File: config.mk
export PLATFORM = sky130hd
export DESIGN_NAME = reg_file
export DESIGN_NICKNAME = d
export VERILOG_FILES = /design/src/rtl/exu_pkg.sv /design/src/rtl/reg_file.sv
export SDC_FILE = /design/constraint.sdc
export NUM_CORES = 2
export LEC_CHECK = 0
export BUFFER_PORTS_ARGS = -buffer_cell sky130_fd_sc_hd__buf_2
export CAP_MARGIN = 10
export CELL_PAD_IN_SITES_DETAIL_PLACEMENT = 1
export CELL_PAD_IN_SITES_GLOBAL_PLACEMENT = 2
export CORE_MARGIN = 5
export CORE_UTILIZATION = 45
export CTS_BUF_LIST = sky130_fd_sc_hd__clkbuf_2 sky130_fd_sc_hd__clkbuf_4 sky130_fd_sc_hd__clkbuf_8
export DETAILED_ROUTE_END_ITERATION = 8
export GPL_ROUTABILITY_DRIVEN = 0
export HOLD_SLACK_MARGIN = 0.02
export MAX_ROUTING_LAYER = met4
export PLACE_DENSITY_LB_ADDON = 0.3
export SLEW_MARGIN = 25
export SYNTH_ARGS = -nofsm -noshare
export SYNTH_HDL_FRONTEND = slang
export SYNTH_SLANG_ARGS = --single-unit
File: constraint.sdc
create_clock -name clk -period 12 [get_ports clk]
set_input_delay 0.6 -clock clk [delete_from_list [all_inputs] [get_ports clk]]
set_output_delay 0.6 -clock clk [all_outputs]
set_load 0.01 [all_outputs]
File: src/rtl/exu_pkg.sv
// Types, opcodes and CSR addresses shared by the RV64I execution pipeline.
// Every pipeline module takes these through a wildcard import.
package exu_pkg;

  typedef logic [63:0] xlen_t;
  typedef logic [31:0] inst_t;
  typedef logic [4:0]  reg_addr_t;
  typedef logic [11:0] csr_addr_t;

  localparam int NUM_REGS = 32;

  localparam csr_addr_t CSR_MSCRATCH = 12'h340;
  localparam csr_addr_t CSR_MCYCLE   = 12'hB00;

  // Major opcodes, bits 6:0 of the instruction.
  localparam logic [6:0] OPC_OP        = 7'b0110011;
  localparam logic [6:0] OPC_OP_IMM    = 7'b0010011;
  localparam logic [6:0] OPC_OP_32     = 7'b0111011;
  localparam logic [6:0] OPC_OP_IMM_32 = 7'b0011011;
  localparam logic [6:0] OPC_LUI       = 7'b0110111;
  localparam logic [6:0] OPC_AUIPC     = 7'b0010111;
  localparam logic [6:0] OPC_JAL       = 7'b1101111;
  localparam logic [6:0] OPC_JALR      = 7'b1100111;
  localparam logic [6:0] OPC_BRANCH    = 7'b1100011;
  localparam logic [6:0] OPC_SYSTEM    = 7'b1110011;

  typedef enum logic [7:0] {
    OP_NOP,
    OP_ADD, OP_SUB, OP_SLL, OP_SLT, OP_SLTU,
    OP_XOR, OP_SRL, OP_SRA, OP_OR, OP_AND,
    OP_ADDI, OP_SLTI, OP_SLTIU, OP_XORI, OP_ORI,
    OP_ANDI, OP_SLLI, OP_SRLI, OP_SRAI,
    OP_ADDW, OP_SUBW, OP_SLLW, OP_SRLW, OP_SRAW,
    OP_ADDIW, OP_SLLIW, OP_SRLIW, OP_SRAIW,
    OP_LUI, OP_AUIPC, OP_JAL, OP_JALR,
    OP_BEQ, OP_BNE, OP_BLT, OP_BGE, OP_BLTU, OP_BGEU,
    OP_CSRRW, OP_CSRRS, OP_CSRRC, OP_CSRRWI, OP_CSRRSI, OP_CSRRCI
  } exu_op_e;

endpackage

File: src/rtl/reg_file.sv
// Integer register file with two asynchronous read ports and one write port.
// A pending bit per register tracks writes still in flight.
module reg_file import exu_pkg::*; (
  input  logic                clk,
  input  logic                rst,
  input  reg_addr_t           i_rs1_addr,
  input  reg_addr_t           i_rs2_addr,
  output xlen_t               o_rs1_data,
  output xlen_t               o_rs2_data,
  input  logic                i_mark_en,
  input  reg_addr_t           i_mark_addr,
  input  logic                i_wr_en,
  input  reg_addr_t           i_wr_addr,
  input  xlen_t               i_wr_data,
  output logic [NUM_REGS-1:0] o_busy
);

  xlen_t regs [NUM_REGS];

  assign o_rs1_data = (i_rs1_addr == '0) ? '0 : regs[i_rs1_addr];
  assign o_rs2_data = (i_rs2_addr == '0) ? '0 : regs[i_rs2_addr];

  always_ff @(posedge clk) begin
    if (i_wr_en && (i_wr_addr != '0)) begin
      regs[i_wr_addr] <= i_wr_data;
    end
  end

  always_ff @(posedge clk) begin
    if (rst) begin
      o_busy <= '0;
    end else begin
      if (i_wr_en) begin
        o_busy[i_wr_addr] <= 1'b0;
      end
      if (i_mark_en && (i_mark_addr != '0)) begin
        o_busy[i_mark_addr] <= 1'b1;  // Later statement, so a mark beats a write.
      end
    end
  end

endmodule

==> flow_summary.json <==
{
  "worst_path_cell_trace": "buf_8 -> buf_4 -> buf_4 -> buf_4 -> mux4_2 -> mux2i_1 -> o22ai_1 -> or2_2 -> buf_2",
  "worst_setup_path_end_kind": "output port",
  "hold_violations": 0,
  "critical-path-top-cell-by-count": "buf_4",
  "synthDominantAreaCellType": "edfxtp_1",
  "finalSetupViolations": 0,
  "syn-cell-area_um2": 95380,
  "antenna_found_initial": 20,
  "clock_network_latency_to_the_later_pin_of_the_worst_skew_pair_ns": 1.04,
  "power_density_nw_per_um2": 146.2,
  "leakagePower_nw": 35.29,
  "cts_setup_buffers": 0,
  "worst_path_fanout_max": 39,
  "mean_instance_size_in_the_synthesized_netlist_um2": 20.53,
  "max-clock-path-buffers": 4,
  "h-tree-depth": 5,
  "synth_async_sr_flop_share": 0,
  "fin_total_pwr_mw": 15.76,
  "edff_count_synth": 2046,
  "placement.cell_area_um2": 100300,
  "synth_cells": 4646,
  "route.antenna.remaining_nets": 0,
  "max_clock_freq_mhz": 186.0,
  "status": "completed",
  "cpLargestDelayFamily": "buffers and inverters",
  "synth-warning-count": 0,
  "viasPerCell": 6.632,
  "cts.sinks": 2078,
  "fp.dieH_um": 470.4,
  "detailed_place_hpwl_um": 157200,
  "rsz0062_at_grt": "no",
  "drt-pass1-iter-count": 5,
  "timing.critical_path.from_type": "primary input",
  "post_drt_wl_per_cell_um": 36.42,
  "criticalPathCategory": "in2out",
  "grt-ovfl-total": 0,
  "detail_route.drc_violations": 0,
  "dominantRegCellSynth": "edfxtp_1",
  "worst_clock_skew_ns": 0,
  "share_of_final_layout_standard_cells_stronger_than_drive_strength_1": 0.3813,
  "clk_transition_reported_paths_ns": 0.06,
  "layout.cells.most_common": "edfxtp_1",
  "global_route_wire_length_before_repair_um": 424900,
  "slew_headroom": 0.2246,
  "cp_data_arrival_time_ns": 4.78,
  "final.setup.tns_ns": 0,
  "placement_rows": 169,
  "final.fill_count": 19040,
  "critPathSlowestCell": "buf_4",
  "postSynthRegisterBits": 2078,
  "drv_slew": 0,
  "cts_inserted_buffers": 368,
  "least_margin_pin_slew_ns": 1.163,
  "final_critical_path_required_period_ns": 5.375,
  "max-vdd-ir-drop_mv": 0.1280,
  "seq_area_frac_synth": 0.6509,
  "crit_buf_inv": 5,
  "crit_required_ns": 11.40,
  "min-delay-path-class": "in2reg",
  "synth_top_area_frac": 0.6442,
  "area_of_all_placed_cells_without_fillers_um2": 107800,
  "fin_crit_sh": 0.4479,
  "finalNetCount": 5267,
  "pin_count_of_the_biggest_net_entering_global_routing": 153,
  "layout_common_cells": "2,046 x edfxtp_1, 974 x mux4_2, 475 x mux2i_1, 374 x clkbuf_8, 239 x buf_2",
  "max_cap_violations": 0,
  "crit_path_max_incr_delay_ns": 0.81,
  "die-area_um2": 221300,
  "floorplan_core_area_um2": 211500,
  "start_util": 0.4511,
  "cts_tree": "built",
  "detail_route.wirelength_um": 300700,
  "yosys.cell_types.count": 51,
  "area_growth_syn_to_fin_pct": 12.98,
  "grt_pass1_vias": 57400,
  "post_synth_main_area_contributors": "edfxtp_1 64%, mux4_2 23%, mux2i_1 5.0%",
  "starting_drc_count_in_detailed_routing": 6753,
  "groute.usage.overall": 0.2752,
  "die_x_um": 470.4,
  "io_pins": 248,
  "number_of_i_o_port_buffers": 247,
  "clock_tree.root_cell": "clkbuf_8",
  "vias_post_dr": 54760
}
registers in the layout, indices dropped and copies added, names as in the netlist:
name    flops
regs     2046
o_busy     32
cell type report:
cell class | instances | area (um^2) | share of cell area
well taps | 2821 | 3530 | 0.03276
flip-flops and latches | 2078 | 62080 | 0.5761
clock buffers | 468 | 5853 | 0.05432
diodes | 9 | 22.52 | 0.0002090
repair buffers | 461 | 3327 | 0.03087
clock inverters | 149 | 814.5 | 0.007559
inverters | 11 | 41.29 | 0.0003832
multi-input cells | 2259 | 32090 | 0.2978
final timing paths:
check                              startpoint              to  slack, ns  depth (start not counted)
worst max-delay path            i_rs2_addr[0]  o_rs2_data[10]       6.62                          9
worst min-delay path             i_wr_addr[0]      o_busy[27]       0.29                          5
worst max register to register      o_busy[3]       o_busy[3]      10.81                          3
worst min register to register     o_busy[19]      o_busy[19]       0.47                          2
per-stage QoR:
stage | worst slack, ns | util | hold WS (ns) | std cells
2_1_floorplan | 7.562 | - | 0.4921 | 4707
3_3_place_gp | 6.507 | 0.4738 | 0.4579 | 7550
3_5_place_dp | 6.532 | 0.4741 | 0.4658 | 7552
4_1_cts | 6.522 | 0.5092 | 0.1776 | 8245
5_1_grt | 6.261 | 0.5096 | 0.2766 | 8253
6_report | 6.625 | 0.5096 | 0.2942 | 8256
power by group:
part	internal, mW	switching, mW
Sequential	8.08	0.0434
Combinational	0.599	0.818
Clock	3.31	2.91
Total	12.0	3.77
cells by family after synthesis:
| logic type | synth area share |
|---|---|
| flip-flops | 0.6509 |
| multiplexers | 0.2868 |
| AO/OA/AOI/OAI | 0.02668 |
| buffers and inverters | 0.01841 |
| AND/OR/NAND/NOR | 0.01717 |
| other | 0.00003932 |
tightest hold or removal path, delay by kind of cell:
family          cells  cell delay [ns]
simple gates        1             0.06
compound gates      2             0.26
buf+inv             2             0.36
Yosys cell counts (4+ instances only):
cell,n
nor2b_1,15
o22a_1,9
mux2_2,59
inv_1,10
nor4_1,15
or2_2,81
o22ai_1,187
and3_1,7
and2_0,5
a221o_1,13
nand2_1,69
dfxtp_1,32
buf_6,9
a22o_1,6
nor2_1,53
a221oi_1,21
nand3_1,4
o21ai_0,39
a22oi_1,14
and2_1,7
nor3b_1,5
edfxtp_1,2046
o32ai_1,5
clkbuf_1,113
buf_4,25
nor3_1,15
buf_2,164
mux2i_1,475
o221ai_1,18
nand3b_1,9
a2111oi_0,8
a31o_2,4
a21oi_1,47
mux4_2,974
buf_1,48
nand2b_1,11
timing repair:
item,CTS,global route
endpoints found under the hold margin,2040,0
hold buffers,76,0
gates resized for setup,0,0
per-layer routing:
| layer | GRT usage | share of wire | routed length, um | up-vias |
|---|---|---|---|---|
| met3 | 0.04879 | 0.088 | 26450 | 499 |
| met2 | 0.4246 | 0.48 | 143700 | 2873 |
| met1 | 0.3843 | 0.41 | 123000 | 30120 |
| met5 | - | 0 | 0 | - |
| met4 | 0.07123 | 0.025 | 7552 | 0 |
| li1 | - | - | - | 21270 |
Note: power is estimated with default switching activity, not from simulation.
