File: config.mk
export PLATFORM = sky130hd
export DESIGN_NAME = csr_file
export DESIGN_NICKNAME = d
export VERILOG_FILES = /design/src/rtl/exu_pkg.sv /design/src/rtl/csr_file.sv
export SDC_FILE = /design/constraint.sdc
export NUM_CORES = 1
export LEC_CHECK = 0
export BUFFER_PORTS_ARGS = -buffer_cell sky130_fd_sc_hd__buf_2
export CAP_MARGIN = 10
export CORE_ASPECT_RATIO = 0.7
export CORE_MARGIN = 8
export CORE_UTILIZATION = 40
export CTS_BUF_LIST = sky130_fd_sc_hd__clkbuf_4 sky130_fd_sc_hd__clkbuf_8 sky130_fd_sc_hd__clkbuf_16
export DETAILED_ROUTE_END_ITERATION = 6
export HOLD_SLACK_MARGIN = 0.06
export SKIP_CTS_REPAIR_TIMING = 1
export SLEW_MARGIN = 40
export SYNTH_ARGS = -nofsm -noshare
export SYNTH_HDL_FRONTEND = slang
export SYNTH_SLANG_ARGS = --single-unit
File: constraint.sdc
create_clock -name clk -period 3.2 [get_ports clk]
set_input_delay 0.48 -clock clk [delete_from_list [all_inputs] [get_ports clk]]
set_output_delay 0.48 -clock clk [all_outputs]
set_load 0.005 [all_outputs]
File: src/rtl/exu_pkg.sv
// Types, opcodes and CSR addresses shared by the RV64I execution pipeline.
// Every pipeline module takes these through a wildcard import.
package exu_pkg;

  typedef logic [63:0] xlen_t;
  typedef logic [31:0] inst_t;
  typedef logic [4:0]  reg_addr_t;
  typedef logic [11:0] csr_addr_t;

  localparam int NUM_REGS = 32;

  localparam csr_addr_t CSR_MSCRATCH = 12'h340;
  localparam csr_addr_t CSR_MCYCLE   = 12'hB00;

  // Major opcodes, bits 6:0 of the instruction.
  localparam logic [6:0] OPC_OP        = 7'b0110011;
  localparam logic [6:0] OPC_OP_IMM    = 7'b0010011;
  localparam logic [6:0] OPC_OP_32     = 7'b0111011;
  localparam logic [6:0] OPC_OP_IMM_32 = 7'b0011011;
  localparam logic [6:0] OPC_LUI       = 7'b0110111;
  localparam logic [6:0] OPC_AUIPC     = 7'b0010111;
  localparam logic [6:0] OPC_JAL       = 7'b1101111;
  localparam logic [6:0] OPC_JALR      = 7'b1100111;
  localparam logic [6:0] OPC_BRANCH    = 7'b1100011;
  localparam logic [6:0] OPC_SYSTEM    = 7'b1110011;

  typedef enum logic [7:0] {
    OP_NOP,
    OP_ADD, OP_SUB, OP_SLL, OP_SLT, OP_SLTU,
    OP_XOR, OP_SRL, OP_SRA, OP_OR, OP_AND,
    OP_ADDI, OP_SLTI, OP_SLTIU, OP_XORI, OP_ORI,
    OP_ANDI, OP_SLLI, OP_SRLI, OP_SRAI,
    OP_ADDW, OP_SUBW, OP_SLLW, OP_SRLW, OP_SRAW,
    OP_ADDIW, OP_SLLIW, OP_SRLIW, OP_SRAIW,
    OP_LUI, OP_AUIPC, OP_JAL, OP_JALR,
    OP_BEQ, OP_BNE, OP_BLT, OP_BGE, OP_BLTU, OP_BGEU,
    OP_CSRRW, OP_CSRRS, OP_CSRRC, OP_CSRRWI, OP_CSRRSI, OP_CSRRCI
  } exu_op_e;

endpackage

File: src/rtl/csr_file.sv
// Machine CSRs: mscratch and the free-running mcycle counter.
// Reads are combinational; other addresses read zero and drop writes.
module csr_file import exu_pkg::*; (
  input  logic      clk,
  input  logic      rst,
  input  csr_addr_t i_csr_addr,
  input  logic      i_csr_wen,
  input  xlen_t     i_csr_wdata,
  output xlen_t     o_csr_rdata
);

  xlen_t mscratch;
  xlen_t mcycle;

  always_ff @(posedge clk) begin
    if (rst) begin
      mscratch <= '0;
      mcycle   <= '0;
    end else begin
      if (i_csr_wen && (i_csr_addr == CSR_MSCRATCH)) begin
        mscratch <= i_csr_wdata;
      end
      if (i_csr_wen && (i_csr_addr == CSR_MCYCLE)) begin
        mcycle <= i_csr_wdata;  // Write replaces this cycle's increment.
      end else begin
        mcycle <= mcycle + 64'd1;
      end
    end
  end

  always_comb begin
    case (i_csr_addr)
      CSR_MSCRATCH: o_csr_rdata = mscratch;
      CSR_MCYCLE:   o_csr_rdata = mcycle;
      default:      o_csr_rdata = '0;
    endcase
  end

endmodule

==> implementation parameters <==
Parameter                              Value

CTS
  Clock latency of the later-clocked register in the worst-skew pair    0.43 ns
  Maximum count of clock buffers along a single path    2
  Clock buffers created by TritonCTS    17
  Clock Root Buffer    clkbuf_16
  Clock input transition at the sequential cells of the worst setup and hold paths    0.06 ns
  Clock Sinks    128
  TritonCTS clock tree    done
  Max H-tree Level    4

Critical path
  Cells on worst reg2reg path    6
  Kind of launch point of the worst setup path    input port
  Worst-case register-to-register setup slack    0.30 ns
  Critical-path maximum fanout    67
  Crit path cell chain    buf_2 > or4b_2 > nor4_2 > buf_12 > a22o_1 > buf_2
  Required time of the critical path    2.72 ns
  Kind of cell with the highest combined delay on the critical path    simple AND/OR/NAND/NOR gates
  Most common cell on crit path    buf_2
  Critical path's largest stage delay    0.73 ns
  Critical Path Slowest Stage Cell    or4b_2
  Worst reg2reg path endpoint    mcycle[62]$_SDFF_PP0_
  CP Capture Type    primary output
  Worst R2R Start    mcycle[0]$_SDFF_PP0_
  WP buf/inv    3
  Arrival time worst endpoint    2.47 ns
  Category of the most critical setup path    input port to primary output

Finish
  Count of nets after finishing    1016
  Number of fillers in the final layout    1611
  Most common cell after layout, fill and taps aside    nand2_1
  Most frequent cells in the layout    nand2_1, buf_2, dfxtp_1, nor2_1, a21oi_1
  Layout cell share with drive strength beyond 1    22.2%
  Area growth from synthesis to layout    24.0%

Routing
  Number of detailed-routing iterations run before antenna repair    6
  DRC    0
  First-iteration detailed-routing DRC count    555
  Total Routed Length    21200 um
  Vias per std cell    5.55
  Number of vias after detailed routing    6526
  Residual antenna-violating net count after detailed routing    0
  Average wire per standard cell    18.1 um

Logic synthesis
  Area share of the largest cell type after synthesis    39.2%
  Number of flops mapped to enable cells by yosys    0
  Post-synthesis instance area    6550 um^2
  Unique cell type count in the Yosys netlist    39
  Biggest area contributors in the synthesized netlist    dfxtp_1, a22o_1, nand2_1
  Largest area contributor in the netlist    dfxtp_1
  Synthesized flop and latch total    128
  Sequential cell area fraction in the yosys report    39.2%
  Synthesized instance count    823
  Main flop type after synthesis    dfxtp_1
  Nets in the synthesized netlist    903
  Synth warnings    0
  Mean post-synth cell area    7.95 um^2
  Share of flip-flops with an asynchronous set or reset    0%

Global routing
  Antenna violations before repair    2
  Global-route wire length before repair    33100 um
  Vias in the first global route    5896
  Overall fraction of global-route tracks in use    20.2%
  Global-route congestion overflow total    0
  Largest net degree at the start of global routing    68

STA
  Shortest clock period the worst path allows after layout    2.95 ns
  Number of setup violations in the final report    0
  Setup repair after global routing missed its margin    no
  Transition time at the pin with the least slew margin    0.678 ns
  Slew Limit Headroom    54.2%
  Post-route worst setup slack    0.254 ns
  Max-slew violation count    0
  Final Hold Vio Count    0
  Worst clock skew on the final layout    0.00785 ns
  Tightest hold margin    0.302 ns
  Max Clk Rate    339 MHz
  Setup TNS Final    0 ns
  Final cycle utilization of the critical path    92.1%

Hold path
  Count of cells along the worst hold path    3
  Worst Hold Endpoint    mscratch[3]$_SDFFE_PP0P_
  Hold path startpoint    i_csr_wdata[3]
  Hold/Removal Path Class    input port to register

Power and ir drop
  Worst IR Drop VDD    309 uV
  Switching fraction of total power    21.8%
  Cell-internal power    2.89 mW
  Part of the total power dissipated in the clock network    53.5%
  Power per unit of standard cell area    455 nW/um^2
  Gate power share    3.0%
  Share of total power in sequential cells    43.4%
  Switching component of the power    0.802 mW
  Leakage dissipation    2.94 nW

Place
  Count of port buffers added during placement    142
  HPWL after DPL    14500 um
  Worst setup slack before clock tree synthesis    0.282 ns
  Routability congestion estimate    0.881

Floorplan
  Core Region    16200 um^2
  Initial cell density of the core    40.5%
  Number of top-level pins    143
  Die Area    20800 um^2
  Floorplan die height    123 um
  Number of cell rows    39
  Width of the die    169 um

Job
  Max-cap viol count    0

Status
  Result of the run    finished, final reports clean
worst max-delay path by stage:
stage                     slack (ns)         endpoint  cells past startpoint      startpoint
final                           0.25  o_csr_rdata[29]                      6  i_csr_addr[10]
after detailed placement        0.28  o_csr_rdata[29]                      6  i_csr_addr[10]
after global routing            0.16  o_csr_rdata[29]                      6  i_csr_addr[10]
after global placement          0.30  o_csr_rdata[29]                      6  i_csr_addr[10]
after floorplan                 0.32   o_csr_rdata[0]                      5  i_csr_addr[10]
after CTS                       0.28  o_csr_rdata[29]                      6  i_csr_addr[10]
layer usage:
layer	track usage, %	vias up	part of all wire [%]
li1	-	3266	-
met1	29.8	3029	51
met3	6.06	21	7.6
met5	0	-	0.057
met2	27.7	208	40
met4	5.34	2	0.98
worst min-delay path, cell delays in order:
cell	delay [ns]
buf_2	0.11
nand2_1	0.05
a21oi_1	0.05
stage by stage:
| stage | instance area, um^2 | power (mW) | util [%] | cells |
|---|---|---|---|---|
| 6_report | 8110 | 3.69 | 50.2 | 1175 |
| 5_1_grt | 8110 | 3.81 | 50.2 | 1175 |
| 4_1_cts | 8110 | 3.71 | 50.2 | 1174 |
| 3_5_place_dp | 7510 | 1.75 | 46.5 | 1142 |
| 3_3_place_gp | 7510 | 1.75 | 46.5 | 1142 |
| 2_1_floorplan | 6550 | 1.67 | - | 823 |
synthesized netlist by cell type (all sizes together) (2+ instances only):
| library cell | instances |
|---|---|
| xnor2 | 25 |
| nor4 | 15 |
| a211oi | 43 |
| nor2 | 69 |
| xor2 | 17 |
| a311oi | 17 |
| a21oi | 65 |
| nand3 | 28 |
| inv | 6 |
| nand4 | 26 |
| or3 | 7 |
| nand3b | 2 |
| nor3 | 9 |
| and2 | 5 |
| o21ai | 4 |
| a22o | 64 |
| buf | 8 |
| nand2 | 149 |
| o31ai | 15 |
| and4 | 11 |
| nand2b | 3 |
| dfxtp | 128 |
| clkbuf | 65 |
| or4 | 24 |
| and3 | 10 |
final cells by class:
type	count	area, um^2	area share [%]
sequential	128	2560	31.6
antenna	1	2.50	0.0308
tap	225	282	3.47
clock inverter	9	106	1.31
inverter	6	22.5	0.278
timing repair buffer	167	951	11.7
clock buffer	23	495	6.11
multi-input combinational	616	3690	45.5
registers in the layout, indices dropped and copies added, names as in the netlist:
register  cells
mscratch     64
mcycle       64
cell families (layout without fill, tap and decap cells):
family                     Yosys count  count (layout)  share of synthesized area (%)
adders and majority gates            1               1                          0.191
AOI/OAI and AO/OA                  212             212                           23.3
DFF                                128             128                           39.2
other                                0               1                              0
xor gates and xnor gates            42              42                           5.62
and+or+nand+nor                    361             361                           27.0
buffers and inverters               79             205                           4.80
power by group through the flow:
stage | registers (mW) | clock network [mW] | logic [mW]
2_1_floorplan | 1.64 | 0 | 0.0334
3_3_place_gp | 1.64 | 0 | 0.113
3_5_place_dp | 1.64 | 0 | 0.111
4_1_cts | 1.60 | 2.00 | 0.112
5_1_grt | 1.60 | 2.08 | 0.123
6_report | 1.60 | 1.97 | 0.112
Note: power is estimated with default switching activity, not from simulation.
