<file path="src/rtl/exu_pkg.sv">
// Types, opcodes and CSR addresses shared by the RV64I execution pipeline.
// Every pipeline module takes these through a wildcard import.
package exu_pkg;

  typedef logic [63:0] xlen_t;
  typedef logic [31:0] inst_t;
  typedef logic [4:0]  reg_addr_t;
  typedef logic [11:0] csr_addr_t;

  localparam int NUM_REGS = 32;

  localparam csr_addr_t CSR_MSCRATCH = 12'h340;
  localparam csr_addr_t CSR_MCYCLE   = 12'hB00;

  // Major opcodes, bits 6:0 of the instruction.
  localparam logic [6:0] OPC_OP        = 7'b0110011;
  localparam logic [6:0] OPC_OP_IMM    = 7'b0010011;
  localparam logic [6:0] OPC_OP_32     = 7'b0111011;
  localparam logic [6:0] OPC_OP_IMM_32 = 7'b0011011;
  localparam logic [6:0] OPC_LUI       = 7'b0110111;
  localparam logic [6:0] OPC_AUIPC     = 7'b0010111;
  localparam logic [6:0] OPC_JAL       = 7'b1101111;
  localparam logic [6:0] OPC_JALR      = 7'b1100111;
  localparam logic [6:0] OPC_BRANCH    = 7'b1100011;
  localparam logic [6:0] OPC_SYSTEM    = 7'b1110011;

  typedef enum logic [7:0] {
    OP_NOP,
    OP_ADD, OP_SUB, OP_SLL, OP_SLT, OP_SLTU,
    OP_XOR, OP_SRL, OP_SRA, OP_OR, OP_AND,
    OP_ADDI, OP_SLTI, OP_SLTIU, OP_XORI, OP_ORI,
    OP_ANDI, OP_SLLI, OP_SRLI, OP_SRAI,
    OP_ADDW, OP_SUBW, OP_SLLW, OP_SRLW, OP_SRAW,
    OP_ADDIW, OP_SLLIW, OP_SRLIW, OP_SRAIW,
    OP_LUI, OP_AUIPC, OP_JAL, OP_JALR,
    OP_BEQ, OP_BNE, OP_BLT, OP_BGE, OP_BLTU, OP_BGEU,
    OP_CSRRW, OP_CSRRS, OP_CSRRC, OP_CSRRWI, OP_CSRRSI, OP_CSRRCI
  } exu_op_e;

endpackage

</file>
<file path="src/rtl/ex_wb_if.sv">
// Execute to write-back link, four-phase req/ack with the result payload.
interface ex_wb_if import exu_pkg::*; ();

  logic      req;
  logic      ack;
  reg_addr_t rd;
  logic      rd_we;
  xlen_t     wdata;
  logic      jmp;
  xlen_t     jmpaddr;
  logic      skip;  // Result must not be compared, e.g. an mcycle read.
  xlen_t     pc;

  modport src (output req, rd, rd_we, wdata, jmp, jmpaddr, skip, pc, input ack);
  modport dst (input req, rd, rd_we, wdata, jmp, jmpaddr, skip, pc, output ack);

endinterface

</file>
<file path="src/rtl/wb_stage.sv">
// Write-back stage: updates the register file and presents the commit.
// A new result is taken only after the host finishes the previous commit.
module wb_stage import exu_pkg::*; (
  input  logic      clk,
  input  logic      rst,
  ex_wb_if.dst      ex_wb,
  output logic      o_wr_en,
  output reg_addr_t o_wr_addr,
  output xlen_t     o_wr_data,
  output logic      o_cmt_req,
  output xlen_t     o_cmt_pc,
  output reg_addr_t o_cmt_rd,
  output logic      o_cmt_we,
  output xlen_t     o_cmt_wdata,
  output logic      o_cmt_jmp,
  output xlen_t     o_cmt_jmpaddr,
  output logic      o_cmt_skip,
  input  logic      i_cmt_ack
);

  logic accept;

  assign accept = ex_wb.req && !ex_wb.ack && !o_cmt_req && !i_cmt_ack;

  assign o_wr_en   = accept && ex_wb.rd_we && (ex_wb.rd != '0);
  assign o_wr_addr = ex_wb.rd;
  assign o_wr_data = ex_wb.wdata;

  always_ff @(posedge clk) begin
    if (rst) begin
      ex_wb.ack <= 1'b0;
      o_cmt_req <= 1'b0;
    end else begin
      if (accept) begin
        ex_wb.ack <= 1'b1;
      end else if (ex_wb.ack && !ex_wb.req) begin
        ex_wb.ack <= 1'b0;
      end
      if (accept) begin
        o_cmt_req <= 1'b1;
      end else if (o_cmt_req && i_cmt_ack) begin
        o_cmt_req <= 1'b0;
      end
    end
  end

  // Commit payload stays put until the next accept.
  always_ff @(posedge clk) begin
    if (accept) begin
      o_cmt_pc      <= ex_wb.pc;
      o_cmt_rd      <= ex_wb.rd;
      o_cmt_we      <= ex_wb.rd_we && (ex_wb.rd != '0);
      o_cmt_wdata   <= ex_wb.wdata;
      o_cmt_jmp     <= ex_wb.jmp;
      o_cmt_jmpaddr <= ex_wb.jmpaddr;
      o_cmt_skip    <= ex_wb.skip;
    end
  end

endmodule

</file>
<file path="src/flat_wrapper.sv">
// flat-port wrapper written by rule: the top's interface ports become plain ports
module wb_stage_flat import exu_pkg::*;
  (clk, rst, o_wr_en, o_wr_addr, o_wr_data, o_cmt_req, o_cmt_pc, o_cmt_rd, o_cmt_we, o_cmt_wdata, o_cmt_jmp, o_cmt_jmpaddr, o_cmt_skip, i_cmt_ack, ex_wb_req, ex_wb_rd, ex_wb_rd_we, ex_wb_wdata, ex_wb_jmp, ex_wb_jmpaddr, ex_wb_skip, ex_wb_pc, ex_wb_ack);
  ex_wb_if ex_wb_i ();
  input  logic clk;
  input  logic rst;
  output logic o_wr_en;
  output reg_addr_t o_wr_addr;
  output xlen_t o_wr_data;
  output logic o_cmt_req;
  output xlen_t o_cmt_pc;
  output reg_addr_t o_cmt_rd;
  output logic o_cmt_we;
  output xlen_t o_cmt_wdata;
  output logic o_cmt_jmp;
  output xlen_t o_cmt_jmpaddr;
  output logic o_cmt_skip;
  input  logic i_cmt_ack;
  input wire logic [$bits(ex_wb_i.req)-1:0] ex_wb_req;
  input wire logic [$bits(ex_wb_i.rd)-1:0] ex_wb_rd;
  input wire logic [$bits(ex_wb_i.rd_we)-1:0] ex_wb_rd_we;
  input wire logic [$bits(ex_wb_i.wdata)-1:0] ex_wb_wdata;
  input wire logic [$bits(ex_wb_i.jmp)-1:0] ex_wb_jmp;
  input wire logic [$bits(ex_wb_i.jmpaddr)-1:0] ex_wb_jmpaddr;
  input wire logic [$bits(ex_wb_i.skip)-1:0] ex_wb_skip;
  input wire logic [$bits(ex_wb_i.pc)-1:0] ex_wb_pc;
  output wire logic [$bits(ex_wb_i.ack)-1:0] ex_wb_ack;
  assign ex_wb_i.req = ex_wb_req;
  assign ex_wb_i.rd = ex_wb_rd;
  assign ex_wb_i.rd_we = ex_wb_rd_we;
  assign ex_wb_i.wdata = ex_wb_wdata;
  assign ex_wb_i.jmp = ex_wb_jmp;
  assign ex_wb_i.jmpaddr = ex_wb_jmpaddr;
  assign ex_wb_i.skip = ex_wb_skip;
  assign ex_wb_i.pc = ex_wb_pc;
  assign ex_wb_ack = ex_wb_i.ack;
  wb_stage u_core (.clk(clk), .rst(rst), .ex_wb(ex_wb_i), .o_wr_en(o_wr_en), .o_wr_addr(o_wr_addr), .o_wr_data(o_wr_data), .o_cmt_req(o_cmt_req), .o_cmt_pc(o_cmt_pc), .o_cmt_rd(o_cmt_rd), .o_cmt_we(o_cmt_we), .o_cmt_wdata(o_cmt_wdata), .o_cmt_jmp(o_cmt_jmp), .o_cmt_jmpaddr(o_cmt_jmpaddr), .o_cmt_skip(o_cmt_skip), .i_cmt_ack(i_cmt_ack));
endmodule
</file>
<file path="config.mk">
export PLATFORM = sky130hd
export DESIGN_NAME = wb_stage_flat
export DESIGN_NICKNAME = d
export VERILOG_FILES = /design/src/rtl/exu_pkg.sv /design/src/rtl/ex_wb_if.sv /design/src/rtl/wb_stage.sv /design/src/flat_wrapper.sv
export SDC_FILE = /design/constraint.sdc
export NUM_CORES = 1
export LEC_CHECK = 0
export BUFFER_PORTS_ARGS = -buffer_cell sky130_fd_sc_hd__clkbuf_2
export CAP_MARGIN = 25
export CELL_PAD_IN_SITES_DETAIL_PLACEMENT = 1
export CELL_PAD_IN_SITES_GLOBAL_PLACEMENT = 1
export CORE_AREA = 4 4 183 185
export CTS_CLUSTER_DIAMETER = 60
export DETAILED_ROUTE_END_ITERATION = 10
export DIE_AREA = 0 0 187 189
export GPL_TIMING_DRIVEN = 0
export PLACE_DENSITY_LB_ADDON = 0.1
export SLEW_MARGIN = 0
export SYNTH_ARGS = -nofsm -noshare
export SYNTH_HDL_FRONTEND = slang
export SYNTH_SLANG_ARGS = --single-unit
export TNS_END_PERCENT = 30
</file>
<file path="constraint.sdc">
create_clock -name clk -period 15.87 [get_ports clk]
set_clock_uncertainty 0.15 [all_clocks]
set_input_delay 2.3805 -clock clk [delete_from_list [all_inputs] [get_ports clk]]
set_output_delay 2.3805 -clock clk [all_outputs]
set_load 0.05 [all_outputs]
</file>
==> run metrics <==
Yosys top cell area share=between 90 and 100%; Initial DRC Count=127; CTS resizes=0; io pins=476; CP max FO=3; Crit-path slowest cell=or4b_4; Post-Syn Instances=around 280; DRC Markers=0; via count=4450; dpl hpwl=~18000 um; kind of end point of the critical path=primary output; Cell variety after synth=12; Post-Syn Nets=487; clock slew at reported path FFs=50 ps; # rows=66; synthesized flop and latch total=approximately 200; post-layout instance area=roughly 10000 um^2; GR met1 Demand/Resource=11.5%; DRT antenna net count=0; wire per inst=roughly 18 um; largest cells by area after synthesis=edfxtp_1 (90%), buf_4 (7.8%), dfxtp_1 (0.60%), inv_1 (0.23%), or4b_4 (0.21%); fmax=163 MHz; grt met2 use=22.0%; worst slew pin tran=approximately 650 ps; sequential fraction of the synthesis area=between 90% and 100%; root buf cell=clkbuf_16; yosys warns=0; CTS buffer count=28; layout cells sized above 1=72.6%; Critical Path Max Stage Delay=530 ps; Sum Neg Setup Slack=0 ps; worst min path class=flip-flop to flip-flop; GR Util met3=6.07%; setup bufs post-CTS=0; number of antenna violations at the first check in global routing=2; total grt overflow=0; GRT Util Overall=11.8%; Antenna Cells=0; RePlAce Congestion=0.747; worst-skew pair later-pin latency=roughly 530 ps; fin crit share=38.6%; Starting Density=20.7%; clock sink total=around 200; vias in the first global route=4954; Crit path top cell by count=clkbuf_2; peak supply drop=74.6 uV; CTS Hold Buffers Added=0; max_cap viols=0; RSZ-0062 raised after global routing=false; detailed-route wire length=around 22000 um; CTS tree=yes; Pwr Density=134 nW/um^2; vias per cell=3.65; DIE AREA=35300 um^2; fin nets=993; cells along the critical path=clkbuf_2 > or4b_4 > a211oi_2 > clkbuf_2; DIE HEIGHT=about 190 um; area leader, netlist=edfxtp_1; Startpoint Class=input pin; Slew HR=56.4%; Std-Cell Core Area=32000 um^2; final setup fails=0; clock buffer depth=3; htree depth=1; Area growth syn-to-layout=57.1%; Buffers on Ports=475; die width=187 um; Pre-antenna DRT Iters=4; clock period minus worst slack=between 6000 and 7000 ps; outcome=finished, final reports clean; crit path kind=input pin to primary output; WP data arrival=roughly 3600 ps; largest net degree at the start of global routing=118; first-pass GRT wire length=31800 um; Worst Path Required=about 13000 ps; mean post-synth cell area=23.5 um^2; Syn Std Cell Area=6650 um^2; Slew Viols, Final=0; Final Hold Vio Count=0; Cell Area, Placed=9570 um^2; most used routing layer=met2; Lkg Pwr=approximately 4.7 nW
## cells by family after synthesis
| logic type | Yosys count | share of synthesized area (%) |
|---|---|---|
| buffers and inverters | 73 | 8.02 |
| and+or+nand+nor | 4 | 0.527 |
| DFF | 202 | 91.0 |
| AOI/OAI and AO/OA | 4 | 0.489 |
## metal layers
layer | vias up | part of all wire, % | routed length (um)
met5 | - | 0.099 | 22
met4 | 4 | 2.3 | 519
met3 | 38 | 12 | 2560
met2 | 280 | 54 | 11900
met1 | 2093 | 32 | 7110
li1 | 2035 | - | -
## final cells by class
cell class              instances  area, um^2
plain buffers                  69         518
clock buffers                  36         752
clock inverters                16         123
fillers                      3502       21600
inverters                       4        22.5
multi-input cells               8        67.6
flip-flops and latches        202        6050
well taps                     408         510
repair buffers                476        2400
## state kept, by name, summed over array words and instances (netlist names)
register and count:
u_core.o_cmt_we 1, u_core.o_cmt_jmpaddr 64, u_core.o_cmt_jmp 1, u_core.ex_wb.ack 1
u_core.o_cmt_wdata 64, u_core.o_cmt_pc 64, u_core.o_cmt_rd 5, u_core.o_cmt_skip 1
u_core.o_cmt_req 1
## synth_stat cells
| cell type | n |
|---|---|
| o21bai_1 | 1 |
| buf_4 | 69 |
| or4b_4 | 1 |
| a211oi_1 | 1 |
| inv_1 | 4 |
| nand2b_1 | 1 |
| dfxtp_1 | 2 |
| a21oi_1 | 1 |
| and3b_1 | 1 |
| a211oi_2 | 1 |
| edfxtp_1 | 200 |
| nor4_1 | 1 |
## layout by cell type, fill, tap and decap left out
cell        netlist  routed
bufinv_16         0       1
a21oi_1           1       1
buf_4            69      69
clkbuf_16         0      29
and3b_1           1       1
clkinv_2          0       5
inv_8             0       2
clkbuf_2          0     475
a211oi_1          1       1
clkinvlp_4        0       2
dfxtp_1           2       2
nor4_1            1       1
or4b_4            1       1
clkinv_1          0       4
inv_1             4       3
buf_16            0       1
clkinv_4          0       2
edfxtp_1        200     200
inv_6             0       1
a211oi_2          1       1
o21bai_1          1       1
nand2b_1          1       1
clkbuf_1          0       7
## worst paths after layout
| check | start | to | slack [ps] | depth (start not counted) |
|---|---|---|---|---|
| max | i_cmt_ack | o_wr_en | 9750 | 4 |
| min | u_core.o_cmt_req$_SDFFE_PP0P_ | u_core.o_cmt_req$_SDFFE_PP0P_ | 360 | 2 |
| max reg2reg | u_core.ex_wb.ack$_SDFFE_PP0P_ | u_core.o_cmt_jmpaddr[46]$_DFFE_PP_ | 13330 | 3 |
| min reg2reg | u_core.o_cmt_req$_SDFFE_PP0P_ | u_core.o_cmt_req$_SDFFE_PP0P_ | 360 | 2 |
## report_power, final
part / internal [W] / switching, W / total, W
Combinational: 0.0000485 / 0.000149 / 0.000197
Clock: 0.000352 / 0.000230 / 0.000581
Sequential: 0.000616 / 0.00000596 / 0.000622
Total: 0.00102 / 0.000384 / 0.00140
## through the flow
stage	setup slack [ps]	cells	hold WS [ps]	total power, W	util, %
2_1_floorplan	8420	283	535	0.000770	-
3_3_place_gp	6590	1166	328	0.000836	29.8
3_5_place_dp	9740	1167	348	0.000833	29.9
4_1_cts	9730	1219	361	0.00143	32.6
5_1_grt	9710	1219	383	0.00146	32.6
6_report	9750	1219	357	0.00140	32.6
## critical path: cells and delay by family
| family | cells | cell delay, ps |
|---|---|---|
| buffers and inverters | 2 | 440 |
| AND/OR/NAND/NOR | 1 | 530 |
| AO/OA/AOI/OAI | 1 | 230 |
No activity file was read; power rests on OpenSTA's default activity.
