--- config.mk ---
export PLATFORM = sky130hd
export DESIGN_NAME = id_stage_flat
export DESIGN_NICKNAME = d
export VERILOG_FILES = /design/src/rtl/exu_pkg.sv /design/src/rtl/id_ex_if.sv /design/src/rtl/id_stage.sv /design/src/flat_wrapper.sv
export SDC_FILE = /design/constraint.sdc
export NUM_CORES = 1
export LEC_CHECK = 0
export BUFFER_PORTS_ARGS = -buffer_cell sky130_fd_sc_hd__buf_2
export CAP_MARGIN = 20
export CORE_AREA = 2 2 214 216
export CTS_CLUSTER_SIZE = 12
export DETAILED_ROUTE_END_ITERATION = 12
export DIE_AREA = 0 0 216 218
export HOLD_SLACK_MARGIN = 0.15
export PLACE_DENSITY_LB_ADDON = 0.2
export SETUP_SLACK_MARGIN = 0.5
export SLEW_MARGIN = 20
export SYNTH_ARGS = -nofsm -noshare
export SYNTH_HDL_FRONTEND = slang
export SYNTH_SLANG_ARGS = --single-unit
--- constraint.sdc ---
create_clock -name clk -period 21.4 [get_ports clk]
set_clock_uncertainty 0.2 [all_clocks]
set_input_delay 2.14 -clock clk [delete_from_list [all_inputs] [get_ports clk]]
set_output_delay 2.14 -clock clk [all_outputs]
set_load 0.1 [all_outputs]
--- src/rtl/exu_pkg.sv ---
// Types, opcodes and CSR addresses shared by the RV64I execution pipeline.
// Every pipeline module takes these through a wildcard import.
package exu_pkg;

  typedef logic [63:0] xlen_t;
  typedef logic [31:0] inst_t;
  typedef logic [4:0]  reg_addr_t;
  typedef logic [11:0] csr_addr_t;

  localparam int NUM_REGS = 32;

  localparam csr_addr_t CSR_MSCRATCH = 12'h340;
  localparam csr_addr_t CSR_MCYCLE   = 12'hB00;

  // Major opcodes, bits 6:0 of the instruction.
  localparam logic [6:0] OPC_OP        = 7'b0110011;
  localparam logic [6:0] OPC_OP_IMM    = 7'b0010011;
  localparam logic [6:0] OPC_OP_32     = 7'b0111011;
  localparam logic [6:0] OPC_OP_IMM_32 = 7'b0011011;
  localparam logic [6:0] OPC_LUI       = 7'b0110111;
  localparam logic [6:0] OPC_AUIPC     = 7'b0010111;
  localparam logic [6:0] OPC_JAL       = 7'b1101111;
  localparam logic [6:0] OPC_JALR      = 7'b1100111;
  localparam logic [6:0] OPC_BRANCH    = 7'b1100011;
  localparam logic [6:0] OPC_SYSTEM    = 7'b1110011;

  typedef enum logic [7:0] {
    OP_NOP,
    OP_ADD, OP_SUB, OP_SLL, OP_SLT, OP_SLTU,
    OP_XOR, OP_SRL, OP_SRA, OP_OR, OP_AND,
    OP_ADDI, OP_SLTI, OP_SLTIU, OP_XORI, OP_ORI,
    OP_ANDI, OP_SLLI, OP_SRLI, OP_SRAI,
    OP_ADDW, OP_SUBW, OP_SLLW, OP_SRLW, OP_SRAW,
    OP_ADDIW, OP_SLLIW, OP_SRLIW, OP_SRAIW,
    OP_LUI, OP_AUIPC, OP_JAL, OP_JALR,
    OP_BEQ, OP_BNE, OP_BLT, OP_BGE, OP_BLTU, OP_BGEU,
    OP_CSRRW, OP_CSRRS, OP_CSRRC, OP_CSRRWI, OP_CSRRSI, OP_CSRRCI
  } exu_op_e;

endpackage

--- src/rtl/id_ex_if.sv ---
// Decode to execute link, four-phase req/ack with the operand payload.
interface id_ex_if import exu_pkg::*; ();

  logic      req;
  logic      ack;
  exu_op_e   op;
  xlen_t     op1;
  xlen_t     op2;
  xlen_t     op3;  // Branch or JAL target, pc+4 for JALR.
  reg_addr_t rd;
  logic      rd_we;
  xlen_t     pc;

  modport src (output req, op, op1, op2, op3, rd, rd_we, pc, input ack);
  modport dst (input req, op, op1, op2, op3, rd, rd_we, pc, output ack);

endinterface

--- src/rtl/id_stage.sv ---
// Decode stage: takes one instruction from the host, reads its operands and
// hands them to execute, stalling while a register it touches is pending.
module id_stage import exu_pkg::*; (
  input  logic                clk,
  input  logic                rst,
  input  logic                i_inst_req,
  input  inst_t               i_inst,
  input  xlen_t               i_pc,
  output logic                o_inst_ack,
  output reg_addr_t           o_rs1_addr,
  output reg_addr_t           o_rs2_addr,
  input  xlen_t               i_rs1_data,
  input  xlen_t               i_rs2_data,
  output logic                o_mark_en,
  output reg_addr_t           o_mark_addr,
  input  logic [NUM_REGS-1:0] i_busy,
  id_ex_if.src                id_ex
);

  logic [6:0] opcode;
  logic [2:0] funct3;
  logic [6:0] funct7;
  reg_addr_t  rd;
  xlen_t      imm_i;
  xlen_t      imm_b;
  xlen_t      imm_u;
  xlen_t      imm_j;
  exu_op_e    dec_op;
  xlen_t      dec_op1;
  xlen_t      dec_op2;
  xlen_t      dec_op3;
  logic       dec_we;
  logic       hazard;
  logic       accept;

  assign opcode     = i_inst[6:0];
  assign rd         = i_inst[11:7];
  assign funct3     = i_inst[14:12];
  assign funct7     = i_inst[31:25];
  assign o_rs1_addr = i_inst[19:15];
  assign o_rs2_addr = i_inst[24:20];

  assign imm_i = {{52{i_inst[31]}}, i_inst[31:20]};
  assign imm_b = {{51{i_inst[31]}}, i_inst[31], i_inst[7], i_inst[30:25], i_inst[11:8], 1'b0};
  assign imm_u = {{32{i_inst[31]}}, i_inst[31:12], 12'b0};
  assign imm_j = {{43{i_inst[31]}}, i_inst[31], i_inst[19:12], i_inst[20], i_inst[30:21],
                  1'b0};

  always_comb begin
    dec_op  = OP_NOP;
    dec_op1 = i_rs1_data;
    dec_op2 = i_rs2_data;
    dec_op3 = '0;
    case (opcode)
      OPC_OP: begin
        case ({funct7, funct3})
          10'b0000000_000: dec_op = OP_ADD;
          10'b0100000_000: dec_op = OP_SUB;
          10'b0000000_001: dec_op = OP_SLL;
          10'b0000000_010: dec_op = OP_SLT;
          10'b0000000_011: dec_op = OP_SLTU;
          10'b0000000_100: dec_op = OP_XOR;
          10'b0000000_101: dec_op = OP_SRL;
          10'b0100000_101: dec_op = OP_SRA;
          10'b0000000_110: dec_op = OP_OR;
          10'b0000000_111: dec_op = OP_AND;
          default:         dec_op = OP_NOP;
        endcase
      end
      OPC_OP_IMM: begin
        dec_op2 = imm_i;
        case (funct3)
          3'b000: dec_op = OP_ADDI;
          3'b010: dec_op = OP_SLTI;
          3'b011: dec_op = OP_SLTIU;
          3'b100: dec_op = OP_XORI;
          3'b110: dec_op = OP_ORI;
          3'b111: dec_op = OP_ANDI;
          3'b001: begin
            if (funct7[6:1] == 6'b000000) begin
              dec_op = OP_SLLI;
            end
          end
          default: begin
            if (funct7[6:1] == 6'b000000) begin
              dec_op = OP_SRLI;
            end else if (funct7[6:1] == 6'b010000) begin
              dec_op = OP_SRAI;
            end
          end
        endcase
      end
      OPC_OP_32: begin
        case ({funct7, funct3})
          10'b0000000_000: dec_op = OP_ADDW;
          10'b0100000_000: dec_op = OP_SUBW;
          10'b0000000_001: dec_op = OP_SLLW;
          10'b0000000_101: dec_op = OP_SRLW;
          10'b0100000_101: dec_op = OP_SRAW;
          default:         dec_op = OP_NOP;
        endcase
      end
      OPC_OP_IMM_32: begin
        dec_op2 = imm_i;
        case ({funct7, funct3})
          10'b0000000_001: dec_op = OP_SLLIW;
          10'b0000000_101: dec_op = OP_SRLIW;
          10'b0100000_101: dec_op = OP_SRAIW;
          default: begin
            if (funct3 == 3'b000) begin
              dec_op = OP_ADDIW;
            end
          end
        endcase
      end
      OPC_LUI: begin
        dec_op  = OP_LUI;
        dec_op1 = imm_u;
        dec_op2 = '0;
      end
      OPC_AUIPC: begin
        dec_op  = OP_AUIPC;
        dec_op1 = i_pc;
        dec_op2 = imm_u;
      end
      OPC_JAL: begin
        dec_op  = OP_JAL;
        dec_op1 = i_pc;
        dec_op2 = 64'd4;
        dec_op3 = i_pc + imm_j;
      end
      OPC_JALR: begin
        if (funct3 == 3'b000) begin
          dec_op = OP_JALR;
        end
        dec_op2 = imm_i;
        dec_op3 = i_pc + 64'd4;
      end
      OPC_BRANCH: begin
        dec_op3 = i_pc + imm_b;
        case (funct3)
          3'b000:  dec_op = OP_BEQ;
          3'b001:  dec_op = OP_BNE;
          3'b100:  dec_op = OP_BLT;
          3'b101:  dec_op = OP_BGE;
          3'b110:  dec_op = OP_BLTU;
          3'b111:  dec_op = OP_BGEU;
          default: dec_op = OP_NOP;
        endcase
      end
      OPC_SYSTEM: begin
        if (funct3[2]) begin
          dec_op1 = {59'b0, i_inst[19:15]};  // Zero-extended uimm.
        end
        dec_op2 = {52'b0, i_inst[31:20]};  // CSR address.
        case (funct3)
          3'b001:  dec_op = OP_CSRRW;
          3'b010:  dec_op = OP_CSRRS;
          3'b011:  dec_op = OP_CSRRC;
          3'b101:  dec_op = OP_CSRRWI;
          3'b110:  dec_op = OP_CSRRSI;
          3'b111:  dec_op = OP_CSRRCI;
          default: dec_op = OP_NOP;
        endcase
      end
      default: dec_op = OP_NOP;
    endcase
  end

  assign dec_we = (dec_op != OP_NOP) && (opcode != OPC_BRANCH);

  // Conservative: the rs fields are checked even when the format has none.
  assign hazard = i_busy[o_rs1_addr] | i_busy[o_rs2_addr] | i_busy[rd];
  assign accept = i_inst_req && !o_inst_ack && !id_ex.req && !id_ex.ack && !hazard;

  assign o_mark_en   = accept && dec_we;
  assign o_mark_addr = rd;

  always_ff @(posedge clk) begin
    if (rst) begin
      o_inst_ack <= 1'b0;
      id_ex.req  <= 1'b0;
    end else if (accept) begin
      o_inst_ack <= 1'b1;
      id_ex.req  <= 1'b1;
    end else begin
      if (o_inst_ack && !i_inst_req) begin
        o_inst_ack <= 1'b0;
      end
      if (id_ex.req && id_ex.ack) begin
        id_ex.req <= 1'b0;
      end
    end
  end

  always_ff @(posedge clk) begin
    if (accept) begin
      id_ex.op    <= dec_op;
      id_ex.op1   <= dec_op1;
      id_ex.op2   <= dec_op2;
      id_ex.op3   <= dec_op3;
      id_ex.rd    <= rd;
      id_ex.rd_we <= dec_we;
      id_ex.pc    <= i_pc;
    end
  end

endmodule

--- src/flat_wrapper.sv ---
// flat-port wrapper written by rule: the top's interface ports become plain ports
module id_stage_flat import exu_pkg::*;
  (clk, rst, i_inst_req, i_inst, i_pc, o_inst_ack, o_rs1_addr, o_rs2_addr, i_rs1_data, i_rs2_data, o_mark_en, o_mark_addr, i_busy, id_ex_req, id_ex_op, id_ex_op1, id_ex_op2, id_ex_op3, id_ex_rd, id_ex_rd_we, id_ex_pc, id_ex_ack);
  id_ex_if id_ex_i ();
  input  logic clk;
  input  logic rst;
  input  logic i_inst_req;
  input  inst_t i_inst;
  input  xlen_t i_pc;
  output logic o_inst_ack;
  output reg_addr_t o_rs1_addr;
  output reg_addr_t o_rs2_addr;
  input  xlen_t i_rs1_data;
  input  xlen_t i_rs2_data;
  output logic o_mark_en;
  output reg_addr_t o_mark_addr;
  input  logic [NUM_REGS-1:0] i_busy;
  output wire logic [$bits(id_ex_i.req)-1:0] id_ex_req;
  output wire logic [$bits(id_ex_i.op)-1:0] id_ex_op;
  output wire logic [$bits(id_ex_i.op1)-1:0] id_ex_op1;
  output wire logic [$bits(id_ex_i.op2)-1:0] id_ex_op2;
  output wire logic [$bits(id_ex_i.op3)-1:0] id_ex_op3;
  output wire logic [$bits(id_ex_i.rd)-1:0] id_ex_rd;
  output wire logic [$bits(id_ex_i.rd_we)-1:0] id_ex_rd_we;
  output wire logic [$bits(id_ex_i.pc)-1:0] id_ex_pc;
  input wire logic [$bits(id_ex_i.ack)-1:0] id_ex_ack;
  assign id_ex_req = id_ex_i.req;
  assign id_ex_op = id_ex_i.op;
  assign id_ex_op1 = id_ex_i.op1;
  assign id_ex_op2 = id_ex_i.op2;
  assign id_ex_op3 = id_ex_i.op3;
  assign id_ex_rd = id_ex_i.rd;
  assign id_ex_rd_we = id_ex_i.rd_we;
  assign id_ex_pc = id_ex_i.pc;
  assign id_ex_i.ack = id_ex_ack;
  id_stage u_core (.clk(clk), .rst(rst), .i_inst_req(i_inst_req), .i_inst(i_inst), .i_pc(i_pc), .o_inst_ack(o_inst_ack), .o_rs1_addr(o_rs1_addr), .o_rs2_addr(o_rs2_addr), .i_rs1_data(i_rs1_data), .i_rs2_data(i_rs2_data), .o_mark_en(o_mark_en), .o_mark_addr(o_mark_addr), .i_busy(i_busy), .id_ex(id_ex_i));
endmodule
==> results.cfg <==
[global_routing]
track_usage_pct = 26.22
grt_overflow = 0
grt_pass1_vias = 14550
grt_first_pass_wirelength_um = 94150
grt_max_degree = 143
antenna_found_initial = 1

[clocking]
hold_buffers = 0
cts_tree = built
cts-root-buf = clkbuf_16
post_cts_buffers = 0
numCtsBuffers = 30
htreeDepth = 1
clock-sinks = 270
cts_buffer_depth = 3
cts-resized-gates = 0
path_clk_slew_ps = 70
worstSkewPairLatency_ps = 580

[floorplanning]
floorplan.initialDensity_pct = 37.53
ioPinCount = 548
die_x_um = 216
die_y_um = 218
core_um2 = 44890
num_rows = 78
dieArea_um2 = 47090

[placed_design]
placed_cells = 2632
portBuffers = 545
place_congestion = 0.9186
dp_hpwl_um = 47840
place_area_um2 = 20000

[layout]
nets = 2392
drive_gt1_share_pct = 31.81
fill_cells = 4293
finalNonFillerCells = 2686
final_cell_area_um2 = 20980
area_growth_pct = 24.52

[hold_path]
holdPathStages = 2
hp-start = u_core.o_inst_ack
min_to = u_core.o_inst_ack
min_path_type = register to register

[synthesis]
ys_seq_area_share_pct = 48.01
synth_seq_cells = 270
synthCells = 1592
yosysMostFrequentCell = edfxtp_1
synth_edf_count = 268
synth-async-reset-ratio_pct = 0
synth_warnings = 0
mappedNetlistArea_um2 = 16850
yosys_most_used_dff = edfxtp_1
synth_top_cell_area_share_pct = 47.77
avgSynthCellArea_um2 = 10.58
yosysUniqueCellTypes = 86
synth_common_cells = edfxtp_1, nand2_1, clkbuf_1, a21oi_1, nor2_1
synthTopCellsByArea = edfxtp_1, nand2_1, ha_1
synth_top_area_cell = edfxtp_1

[setup_path]
reg2reg_from = u_core.o_inst_ack
ff2ff_path_depth = 4
critPathLaunchType = primary input
r2r_slack_ps = 17980
worstPathArrival_ps = 5260
end_kind = output pin
crit_required_ps = 19060
rr_endpoint = u_core.id_ex.pc[55]
path_max_fanout = 17
crit_path_start = i_inst[3]
critPathKind = primary input to output pin

[timing]
rsz0062_at_grt = false
whs_ps = 291.5
drv_slew = 0
fmax_mhz = 131.7
setup-tns-final_ps = 0
hold_violations = 0
slew_headroom_pct = 30.42
tightest_slew_ps = 1044
setup_viol_count_final = 0
final.min_clock_period_ps = 7595
period_share_pct = 35.49

[pwr]
p_leak_nw = 8.322
power.total_mw = 1.582
power_density_nw_per_um2 = 75.41
vdd_drop_max_mv = 0.06593

[outcome]
outcome = completed

[detailed_routing]
drtPass1Iterations = 9
wl_um = 64860
vias = 15570
drt-initial-drc-count = 1889
drc_errors = 0
ant_nets = 0
viasPerCell = 5.798
wl_per_cell_um = 24.15

[run]
drv_cap = 0
## layout by cell type, fill, tap and decap left out, types with 13 or more instances in the layout
cell type / Yosys / routed
inv_1: 52 / 51
nand2_1: 224 / 223
and3_1: 21 / 21
nand3_1: 37 / 37
ha_1: 67 / 67
a21o_1: 38 / 38
mux4_2: 30 / 30
nor3_1: 24 / 24
clkbuf_16: 0 / 31
xnor2_1: 62 / 62
nor2_1: 68 / 66
xor2_1: 50 / 50
o21bai_1: 21 / 21
o21ai_0: 64 / 64
buf_4: 17 / 13
a21oi_1: 90 / 88
nand2b_1: 16 / 16
a222oi_1: 19 / 19
a221o_1: 53 / 53
edfxtp_1: 268 / 268
nand4_1: 42 / 42
buf_2: 6 / 545
a31oi_1: 13 / 13
o22ai_1: 53 / 53
## power by group
part           leakage [nW]  switching (mW)  internal, mW  total (mW)
sequential             2.29         0.00618         0.608       0.614
clock                 0.472           0.211         0.311       0.522
combinational          5.56           0.336         0.110       0.446
total                  8.32           0.553          1.03        1.58
## registers in the layout, summed over array words and instances (netlist names)
register	count
u_core.id_ex.op1	64
u_core.id_ex.op2	64
u_core.id_ex.op3	64
u_core.id_ex.pc	64
u_core.id_ex.op	6
u_core.id_ex.rd	5
u_core.id_ex.rd_we	1
u_core.id_ex.req	1
u_core.o_inst_ack	1
## critical path, cell delays in order
cell,delay [ps]
buf_2,150
nor4bb_1,790
nand2_1,680
nand2_1,190
nand2_1,70
o2111ai_1,110
o21ai_0,120
nand4_1,140
nor4_1,90
a311oi_1,270
buf_2,500
## per-layer routing
metal	part of all wire [%]	up-vias	global-route usage, %
met3	7.5	95	4.003
met4	2.2	0	6.941
met1	43	7672	36.09
met2	48	777	43.23
li1	-	7030	-
met5	0	-	0
## worst max-delay path by stage
stage,endpoint,cells past startpoint
after floorplan,u_core.id_ex.op1[0],6
after global placement,o_mark_en,11
after CTS,o_mark_en,11
after detailed placement,u_core.id_ex.op3[63],15
after global routing,o_mark_en,11
final,o_mark_en,11
## logic make-up (layout without fill, tap and decap cells)
| family | after synthesis | in the layout | share of synthesized area (%) |
|---|---|---|---|
| other | 1 | 4 | 0.02226 |
| adders and majority gates | 68 | 68 | 5.095 |
| AOI/OAI and AO/OA | 434 | 434 | 18.31 |
| and+or+nand+nor | 499 | 499 | 14.12 |
| xor gates and xnor gates | 112 | 112 | 5.822 |
| DFF | 270 | 270 | 48.01 |
| buffers and inverters | 172 | 663 | 4.263 |
| muxes | 36 | 36 | 4.367 |
## area by class of cell
cell class                 count  area (um2)  area share [%]
timing repair buffer         559        2853           13.60
inverter                      52       202.7          0.9662
sequential                   270        8088           38.55
clock inverter                13       166.4          0.7932
clock buffer                  39       805.8           3.841
multi-input combinational   1151        8108           38.65
antenna                        2       5.005         0.02386
tap                          600       750.7           3.578
## through the flow
step                      setup slack [ps]  utilization (%)
after floorplan                      11530                -
after global routing                 13450            46.73
after global placement               13890            44.48
after CTS                            13850            46.71
after detailed placement             13770            44.54
final                                13800            46.73
No activity file was read; power rests on OpenSTA's default activity.
